==> src/source/nes_input_pkg.sv <==
// NES input package
// Controller port addresses, synchronizer and debounce lengths, bus and button types
`default_nettype none

package nes_input_pkg;

	// CPU addresses of the two controller ports
	// Port 0 also holds the strobe latch
	localparam logic [15:0] JOY0_ADDR = 16'h4016;
	localparam logic [15:0] JOY1_ADDR = 16'h4017;

	// Flops in each pin synchronizer
	localparam int SYNC_STAGES = 2;

	// Cycles a synchronized bit must hold before it is accepted
	// Short so simulation stays fast
	localparam int DEBOUNCE_CYCLES = 4;
	localparam int DEBOUNCE_W = 3;

	// Buttons on one standard controller
	localparam int BUTTON_COUNT = 8;

	// CPU side of the bus as one bundle
	// Plain level enables with no handshake
	typedef struct packed {
		logic [15:0] addr;
		logic        read_en;
		logic        write_en;
		logic [7:0]  wdata;
	} cpu_bus_t;

	// One port's buttons, 1 = pressed
	// Bit 0 is A, the first bit the CPU reads
	typedef struct packed {
		logic right;
		logic left;
		logic down;
		logic up;
		logic start;
		logic select;
		logic b;
		logic a;
	} buttons_t;

endpackage

`default_nettype wire
==> src/source/nes_input_top.sv <==
// NES controller subsystem top level
// Bus port feeding two debounced controller shifters
`default_nettype none

module nes_input_top (
	input  wire                          clk,
	input  wire                          rst,
	input  wire nes_input_pkg::cpu_bus_t cpu,
	input  wire nes_input_pkg::buttons_t pad0_pins,
	input  wire nes_input_pkg::buttons_t pad1_pins,
	output logic [7:0]                   rdata
);
	import nes_input_pkg::*;

	// Debounced buttons per port
	buttons_t pad0_btn;
	buttons_t pad1_btn;

	// Bus port to shifters
	logic strobe;
	logic shift0;
	logic shift1;

	// Shifters back to bus port
	logic ser_bit0;
	logic ser_bit1;

	joypad_bus_port i_bus_port (
		.clk      (clk),
		.rst      (rst),
		.cpu      (cpu),
		.ser_bit0 (ser_bit0),
		.ser_bit1 (ser_bit1),
		.strobe   (strobe),
		.shift0   (shift0),
		.shift1   (shift1),
		.rdata    (rdata)
	);

	// Port 0 at 4016h
	button_debounce i_debounce0 (
		.clk     (clk),
		.rst     (rst),
		.pins    (pad0_pins),
		.buttons (pad0_btn)
	);

	joypad_shifter i_shifter0 (
		.clk     (clk),
		.rst     (rst),
		.strobe  (strobe),
		.shift   (shift0),
		.buttons (pad0_btn),
		.ser_bit (ser_bit0)
	);

	// Port 1 at 4017h, shares the strobe
	button_debounce i_debounce1 (
		.clk     (clk),
		.rst     (rst),
		.pins    (pad1_pins),
		.buttons (pad1_btn)
	);

	joypad_shifter i_shifter1 (
		.clk     (clk),
		.rst     (rst),
		.strobe  (strobe),
		.shift   (shift1),
		.buttons (pad1_btn),
		.ser_bit (ser_bit1)
	);

endmodule

`default_nettype wire

==> src/source/joypad_bus_port.sv <==
// CPU bus port for the two controller registers
// Decodes 4016h and 4017h, keeps the strobe latch and returns the read byte
`default_nettype none

module joypad_bus_port (
	input  wire                          clk,
	input  wire                          rst,
	input  wire nes_input_pkg::cpu_bus_t cpu,
	input  wire                          ser_bit0,
	input  wire                          ser_bit1,
	output logic                         strobe,
	output logic                         shift0,
	output logic                         shift1,
	output logic [7:0]                   rdata
);
	import nes_input_pkg::*;

	// Address decode
	logic hit0;
	logic hit1;

	// Access decode
	logic rd0;
	logic rd1;
	logic wr_strobe;

	assign hit0 = (cpu.addr == JOY0_ADDR);
	assign hit1 = (cpu.addr == JOY1_ADDR);

	assign rd0       = cpu.read_en && hit0;
	assign rd1       = cpu.read_en && hit1;
	// Only 4016h is writable and it carries the strobe for both ports
	assign wr_strobe = cpu.write_en && hit0;

	// Shift pulses in the same cycle as the read
	// The shifter advances at the edge that captures rdata
	assign shift0 = rd0;
	assign shift1 = rd1;

	// Strobe latch from bit 0 of the written byte
	always_ff @(posedge clk or negedge rst) begin
		if (!rst) begin
			strobe <= 1'b0;
		end else if (wr_strobe) begin
			strobe <= cpu.wdata[0];
		end
	end

	// Read byte with the serial bit in bit 0 and the upper bits zero
	// Holds until the next read of either port
	always_ff @(posedge clk or negedge rst) begin
		if (!rst) begin
			rdata <= '0;
		end else if (rd0) begin
			rdata <= {7'b0, ser_bit0};
		end else if (rd1) begin
			rdata <= {7'b0, ser_bit1};
		end
	end

	// CPU never drives both enables at once
	a_no_rd_wr : assert property (
		@(posedge clk) disable iff (!rst)
		!(cpu.read_en && cpu.write_en)
	);

	// One port advances per read
	a_one_shift : assert property (
		@(posedge clk) disable iff (!rst)
		!(shift0 && shift1)
	);

endmodule

`default_nettype wire

==> src/source/joypad_shifter.sv <==
// Controller shift register for one port
// Reloads the buttons while strobe is high and shifts one bit per CPU read
`default_nettype none

module joypad_shifter (
	input  wire                          clk,
	input  wire                          rst,
	input  wire                          strobe,
	input  wire                          shift,
	input  wire nes_input_pkg::buttons_t buttons,
	output logic                         ser_bit
);
	import nes_input_pkg::*;

	// Serial register, bit 0 is the next bit the CPU sees
	logic [BUTTON_COUNT-1:0] shift_q;

	always_ff @(posedge clk or negedge rst) begin
		if (!rst) begin
			// Empty pad reads as ones like a disconnected controller
			shift_q <= '1;
		end else if (strobe) begin
			// Parallel load every cycle so reads do not advance
			shift_q <= buttons;
		end else if (shift) begin
			// Move toward bit 0 and fill the top with 1
			// After eight reads only ones remain
			shift_q <= {1'b1, shift_q[BUTTON_COUNT-1:1]};
		end
	end

	// Current bit that the bus port captures on a read
	assign ser_bit = shift_q[0];

	// While strobing the output follows the A button one cycle later
	a_strobe_tracks_a : assert property (
		@(posedge clk) disable iff (!rst)
		strobe |=> ser_bit == $past(buttons.a)
	);

endmodule

`default_nettype wire

==> src/source/button_debounce.sv <==
// Button debouncer for one controller port
// Synchronizes the raw pins and accepts a bit only after it holds steady
`default_nettype none

module button_debounce (
	input  wire                          clk,
	input  wire                          rst,
	input  wire nes_input_pkg::buttons_t pins,
	output nes_input_pkg::buttons_t      buttons
);
	import nes_input_pkg::*;

	// Synchronizer chain, stage 0 samples the asynchronous pins
	logic [SYNC_STAGES-1:0][BUTTON_COUNT-1:0] sync_q;
	logic [BUTTON_COUNT-1:0]                  sync_bits;

	// Accepted button levels
	logic [BUTTON_COUNT-1:0]                  stable_q;

	// One hold counter per button
	logic [BUTTON_COUNT-1:0][DEBOUNCE_W-1:0]  cnt_q;

	// Last stage of the chain is safe to use in the clk domain
	assign sync_bits = sync_q[SYNC_STAGES-1];

	always_ff @(posedge clk or negedge rst) begin
		if (!rst) begin
			sync_q <= '0;
		end else begin
			sync_q <= {sync_q[SYNC_STAGES-2:0], pins};
		end
	end

	always_ff @(posedge clk or negedge rst) begin
		if (!rst) begin
			cnt_q    <= '0;
			stable_q <= '0;
		end else begin
			for (int i = 0; i < BUTTON_COUNT; i++) begin
				if (sync_bits[i] == stable_q[i]) begin
					// Nothing pending, or a bounce went back
					cnt_q[i] <= '0;
				end else if (cnt_q[i] == DEBOUNCE_W'(DEBOUNCE_CYCLES)) begin
					// Held long enough
					stable_q[i] <= sync_bits[i];
					cnt_q[i]    <= '0;
				end else begin
					cnt_q[i] <= cnt_q[i] + 1'b1;
				end
			end
		end
	end

	// Debounced levels go straight to the shifter
	assign buttons = stable_q;

	// An accepted bit only moves after its counter ran out
	for (genvar g = 0; g < BUTTON_COUNT; g++) begin : g_chk
		a_change_after_hold : assert property (
			@(posedge clk) disable iff (!rst)
			$changed(stable_q[g]) |-> $past(cnt_q[g]) == DEBOUNCE_W'(DEBOUNCE_CYCLES)
		);
	end

endmodule

`default_nettype wire

==> config.mk <==
export PLATFORM = sky130hd
export DESIGN_NAME = nes_input_top
export DESIGN_NICKNAME = d
export VERILOG_FILES = /design/src/source/nes_input_pkg.sv /design/src/source/nes_input_top.sv /design/src/source/joypad_bus_port.sv /design/src/source/joypad_shifter.sv /design/src/source/button_debounce.sv
export SDC_FILE = /design/constraint.sdc
export NUM_CORES = 1
export LEC_CHECK = 0
export BUFFER_PORTS_ARGS = -buffer_cell sky130_fd_sc_hd__buf_2
export CAP_MARGIN = 30
export CORE_ASPECT_RATIO = 1.75
export CORE_MARGIN = 2
export CORE_UTILIZATION = 40
export CTS_CLUSTER_SIZE = 20
export DETAILED_ROUTE_END_ITERATION = 10
export MAX_ROUTING_LAYER = met4
export PLACE_DENSITY = 0.67
export SLEW_MARGIN = 30
export SYNTH_ARGS = -nofsm -noshare
export SYNTH_HDL_FRONTEND = slang
export SYNTH_SLANG_ARGS = --single-unit
==> constraint.sdc <==
create_clock -name clk -period 1.2 [get_ports clk]
set_input_delay 0.24 -clock clk [delete_from_list [all_inputs] [get_ports clk]]
set_output_delay 0.24 -clock clk [all_outputs]
set_load 0.03 [all_outputs]
# --- Yosys cells after proc, flatten, opt, wreduce, memory -nomap -nowiden ---
# Index checks and enable logic that the tools add are counted.
classes:
  reduce_logical: 22
  n_mux: 38
  eq_ne: 34
  n_bitwise: 16
  n_addsub: 16
ops:
  columns: ["operator", "count"]
  rows:
  - ["$mux 3", 32]
  - ["$add 3x1->3 const B", 16]
  - ["$eq 3x3->1 const B", 16]
  - ["$mux 8", 6]
  - ["$eq 16x15->1 const B", 2]
  - ["$reduce_and 2->1", 16]
  - ["$eq 1x1->1", 16]
  - ["$not 1->1", 16]
  - ["$reduce_bool 2->1", 3]
  - ["$logic_and 1x1->1", 3]
word_totals:
  input_bits: 44
  wordCells: 166
  output_inout_bits: 8
  regBits: 121

# --- Depth between registers and ports, before layout ---
depth:
  ltp_word: 4
  mapped_depth: 6
  ltp_nobuf: 5

# --- Hierarchy ---
# A second synthesis with hierarchy kept.
hier_totals:
  cells_unflattened: 381
  area_unflattened_um2: 4823.4
modules_own_cells:
  columns: ["module", "area_per_inst_um2", "seq_area_each_um2", "cells_per_inst", "n_inst"]
  rows:
  - ["button_debounce (i_debounce1)", 1929.4, 1201.2, 144, 1]
  - ["button_debounce (i_debounce0)", 1924.3, 1201.2, 144, 1]
  - ["joypad_shifter", 376.6, 210.2, 34, 2]
  - ["joypad_bus_port", 216.5, 50.0, 25, 1]

# --- Worst setup path after synthesis ---
# OpenSTA, ideal clock, no wires.
synth_path:
  kind: "in2reg"
  startpoint: "input port cpu[10] in the netlist's numbering"
  endpoint: "register i_bus_port.strobe"
  arrival_time_ps: 1249
  path_buffers: 1
  t_required_ps: 1075
  path_stages: 5
  setup_slack_ps: -174
  setup_ps: 125
  path_cell_list: "buf_6 > nor4_1 > nand4_1 > nor4_1 > mux2_2"
synth_via:
  elab_chain_len: 2
synth_rtl:
  columns: ["item", "line", "source"]
  rows:
  - ["start, declared", "nes_input_top.sv:8", "input wire nes_input_pkg::cpu_bus_t cpu,"]
  - ["$eq 16x15->1", "joypad_bus_port.sv:27", "assign hit0 = (cpu.addr == JOY0_ADDR);"]
  - ["$logic_and 1x1->1", "joypad_bus_port.sv:33", "assign wr_strobe = cpu.write_en && hit0;"]
  - ["end signal, assigned", "joypad_bus_port.sv:45", "strobe <= cpu.wdata[0];"]
  - ["end, declared", "joypad_bus_port.sv:11", "output logic strobe,"]
# Every way passes these cells.
# A chain may end at the register's enable or synchronous reset.

# --- Worst setup path in the final report ---
layout_path:
  startpoint: "register i_bus_port.rdata[0]"
  endpoint: "output port rdata[0]"
layout_rtl:
  columns: ["item", "line", "source"]
  rows:
  - ["start, declared", "joypad_bus_port.sv:14", "output logic [7:0] rdata"]
  - ["start signal, assigned", "joypad_bus_port.sv:55", "rdata <= {7'b0, ser_bit0};"]
  - ["start signal, assigned", "joypad_bus_port.sv:57", "rdata <= {7'b0, ser_bit1};"]
  - ["end, declared", "nes_input_top.sv:11", "output logic [7:0] rdata"]
# No word-level cell between the ends.

==> impl_metrics.prom <==
# TYPE chip_impl_metric gauge
chip_impl_metric{name="count_of_distinct_cell_types_in_the_synthesized_netlist",unit=""} 30
chip_impl_metric{name="detail_route.first_pass.iterations",unit=""} 4
chip_impl_metric{name="min_path_cells",unit=""} 2
chip_impl_metric{name="instances_no_fill",unit=""} 668
chip_impl_metric{name="post_drt_wl_per_cell",unit="um"} 12.12
chip_impl_metric{name="numCtsBuffers",unit=""} 17
chip_impl_metric{name="globalRouteMet1Util",unit="%"} 14.19
chip_impl_metric{name="setup.reg_to_reg.worst_slack",unit="ns"} 0.04
chip_impl_metric{name="clk_transition_reported_paths",unit="ns"} 0.05
chip_impl_info{name="worst_setup_path_startpoint",value="i_bus_port.rdata[0]"} 1
chip_impl_info{name="crit_path_end_kind",value="output port"} 1
chip_impl_metric{name="htreeDepth",unit=""} 4
chip_impl_metric{name="grt_remaining_overflow",unit=""} 0
chip_impl_metric{name="rr_worst_depth",unit=""} 4
chip_impl_metric{name="dp_cells",unit=""} 610
chip_impl_metric{name="grt_antenna_before_repair",unit=""} 0
chip_impl_metric{name="critPathBufInv",unit=""} 1
chip_impl_info{name="class_of_the_most_critical_setup_path",value="register to output port"} 1
chip_impl_metric{name="layout-area-overhead-vs-synth",unit="%"} 28.65
chip_impl_metric{name="synth_top_cell_area_share",unit="%"} 50.05
chip_impl_metric{name="finalWorstPathRequiredPeriod",unit="ns"} 1.181
chip_impl_metric{name="grt_start_max_net_pins",unit=""} 45
chip_impl_metric{name="syn_area",unit="um^2"} 4900
chip_impl_metric{name="max_cap_violations",unit=""} 0
chip_impl_metric{name="clk_latency",unit="ns"} 0.41
chip_impl_metric{name="gr-usage-all-layers",unit="%"} 14.38
chip_impl_metric{name="post_synthesis_area_per_instance",unit="um^2"} 12.07
chip_impl_metric{name="port_buffers",unit=""} 37
chip_impl_metric{name="report.power.total",unit="uW"} 13650
chip_impl_metric{name="worst-endpoint-arrival",unit="ns"} 0.94
chip_impl_metric{name="synth-seq-area-share",unit="%"} 58.63
chip_impl_metric{name="clock_sink_count",unit=""} 114
chip_impl_metric{name="grt_util_met2",unit="%"} 25.11
chip_impl_info{name="hold_start",value="cpu[0]"} 1
chip_impl_metric{name="powerDensity",unit="nW/um^2"} 2165
chip_impl_info{name="most_common_cell_after_layout_fill_and_taps_aside",value="dfrtp_1"} 1
chip_impl_metric{name="n_antenna_cell",unit=""} 0
chip_impl_metric{name="vdd_drop_max",unit="V"} 0.001185
chip_impl_info{name="timing.hold.worst.class",value="input port to register"} 1
chip_impl_info{name="reg2reg_from",value="i_debounce1.cnt_q[18]"} 1
chip_impl_info{name="critPathLaunchType",value="register"} 1
chip_impl_metric{name="die_x",unit="um"} 87.67
chip_impl_metric{name="num_rows",unit=""} 53
chip_impl_info{name="most_used_routing_layer_in_global_routing",value="met2"} 1
chip_impl_metric{name="drive_above_1_share",unit="%"} 27.24
chip_impl_metric{name="asyncSetResetFlopFracSynth",unit="%"} 100.0
chip_impl_metric{name="synth-edff-count",unit=""} 0
chip_impl_metric{name="worst_clk_skew",unit="ns"} 0.005076
chip_impl_metric{name="timing.final.hold_violations",unit=""} 0
chip_impl_metric{name="detailed_placement_wirelength_estimate",unit="mm"} 5.554
chip_impl_metric{name="fin_tns_setup",unit="ns"} 0
chip_impl_metric{name="ant_nets",unit=""} 0
chip_impl_metric{name="clock.fmax",unit="GHz"} 0.8465
chip_impl_metric{name="finalSetupViolCount",unit=""} 0
chip_impl_metric{name="drt_iter0_drc",unit=""} 179
chip_impl_metric{name="finalMaxSlewViolations",unit=""} 0
chip_impl_metric{name="gp_congestion",unit=""} 0.7635
chip_impl_info{name="cts_tree",value="done"} 1
chip_impl_metric{name="dr_total_vias",unit=""} 3122
chip_impl_metric{name="part_of_the_cycle_the_worst_path_needs",unit="%"} 98.45
chip_impl_metric{name="route.detailed.vias_per_inst",unit=""} 4.674
chip_impl_metric{name="required",unit="ns"} 0.96
chip_impl_info{name="ctsRootBufferMaster",value="clkbuf_16"} 1
chip_impl_info{name="crit_slowest_cell",value="dfrtp_1"} 1
chip_impl_metric{name="route.detailed.drc",unit=""} 0
chip_impl_metric{name="worstPathMaxFanout",unit=""} 2
chip_impl_info{name="holdPathEnd",value="i_bus_port.strobe"} 1
chip_impl_info{name="status",value="finished, final reports clean"} 1
chip_impl_metric{name="wl",unit="mm"} 8.099
chip_impl_metric{name="clockBufferDepth",unit=""} 2
chip_impl_metric{name="final.fill_count",unit=""} 1030
chip_impl_metric{name="ios",unit=""} 52
chip_impl_metric{name="ys.warnings.count",unit=""} 0
chip_impl_info{name="yosys_most_used_dff",value="dfrtp_1"} 1
chip_impl_info{name="ys_top_cells_by_area",value="dfrtp_1, dfstp_2, ha_1"} 1
chip_impl_metric{name="final_critical_path_setup_slack",unit="ns"} 0.01860
chip_impl_metric{name="dieArea",unit="um^2"} 13190
chip_impl_metric{name="synthCells",unit=""} 406
chip_impl_metric{name="dp_worst_setup_slack",unit="ns"} -0.3348
chip_impl_metric{name="core",unit="um^2"} 12000
chip_impl_metric{name="initial_core_util",unit="%"} 40.82
chip_impl_metric{name="finish.utilization",unit="%"} 52.52
chip_impl_metric{name="grt_pass1_wl",unit="mm"} 14.01
chip_impl_metric{name="worst_path_largest_cell_delay",unit="ns"} 0.39
chip_impl_info{name="biggest_area_consumer_among_synthesized_cells",value="dfrtp_1"} 1
chip_impl_metric{name="synth-seq-cells",unit=""} 114
chip_impl_info{name="cp_cell_sequence",value="buf_6"} 1
chip_impl_metric{name="die_height",unit="um"} 150.4
chip_impl_metric{name="grtUsageMet3",unit="%"} 4.605
chip_impl_info{name="grt_setup_unrepaired",value="true"} 1
chip_impl_info{name="reg2reg_to",value="i_debounce1.buttons[6]"} 1
chip_impl_metric{name="power.static_leakage",unit="uW"} 0.002867
chip_impl_metric{name="first_global_vias",unit=""} 3240
chip_impl_info{name="worst_path_dominant_cell_family",value="flip-flops"} 1
chip_impl_metric{name="finish.net_count",unit=""} 566
chip_impl_info{name="layout.cells.most_common_list",value="dfrtp_1, inv_1, buf_2"} 1
==> power breakdown <==
part	switching [uW]	leakage [uW]	total [uW]	internal [uW]
clock network	1640	0.000326	5530	3880
registers	623	0.00140	5330	4710
logic	1290	0.00114	2790	1500
==> worst max path at each step <==
| stage | endpoint | cells past startpoint |
|---|---|---|
| final | rdata[0] | 1 |
| after global routing | i_debounce1.buttons[6] | 4 |
| after CTS | rdata[0] | 1 |
| after detailed placement | i_bus_port.strobe | 5 |
| after global placement | i_bus_port.strobe | 5 |
| after floorplan | i_bus_port.strobe | 4 |
==> registers in the layout, indices dropped and copies added (netlist names) <==
name / count
i_bus_port.rdata: 1
i_debounce0.sync_bits: 8
i_debounce1.sync_q: 8
i_debounce1.cnt_q: 24
i_shifter1.shift_q: 8
i_debounce0.cnt_q: 24
i_debounce0.sync_q: 8
i_shifter0.shift_q: 8
i_bus_port.strobe: 1
i_debounce1.sync_bits: 8
i_debounce0.buttons: 8
i_debounce1.buttons: 8
==> per-layer routing <==
layer,part of all wire (%),up-vias
li1,-,1505
met4,1.9,0
met1,37,1549
met2,57,60
met3,4.2,8
met5,0,-
==> layout make-up <==
type	count	area (um^2)	share of cell area [%]
inverters	35	131.4	2.084
clock buffers	22	484.2	7.682
clock inverters	10	177.7	2.819
well taps	165	206.4	3.275
multi-input cells	247	1834	29.10
repair buffers	75	596.8	9.468
flip-flops and latches	114	2873	45.57
==> per-stage QoR <==
stage	hold slack [ns]	area (um^2)
finish	0.07099	6304
global route	0.07355	6304
CTS	0.05508	6213
detailed placement	0.1217	5375
global placement	0.1216	5375
floorplan	-0.05559	4937
==> logic make-up after synthesis <==
group / Yosys count / share of synthesized area, %
DFF: 114 / 58.63
and+or+nand+nor: 107 / 12.39
AOI/OAI and AO/OA: 53 / 5.771
buffers and inverters: 51 / 5.133
adders and majority gates: 32 / 8.172
muxes: 32 / 6.971
xor gates and xnor gates: 16 / 2.860
other: 1 / 0.07654
==> cell usage after synthesis (3+ instances only) <==
cell type,number
a21oi_1,22
buf_4,8
nor3b_1,12
inv_1,35
o21ai_0,15
dfrtp_1,98
xnor2_1,16
and2_1,8
a31oi_1,14
ha_1,32
nand2_1,20
buf_2,3
dfstp_2,16
nor2b_1,25
mux2_2,17
mux2i_1,15
nor2_1,30
==> repair_timing <==
action                     4_1_cts  5_1_grt
pin swaps                        0        2
setup buffers                    0        9
hold endpoints to repair       114        0
hold buffers                    17        0
gates resized for setup          2        9
setup endpoints to repair        1       14
(Power assumes the default switching activity.)
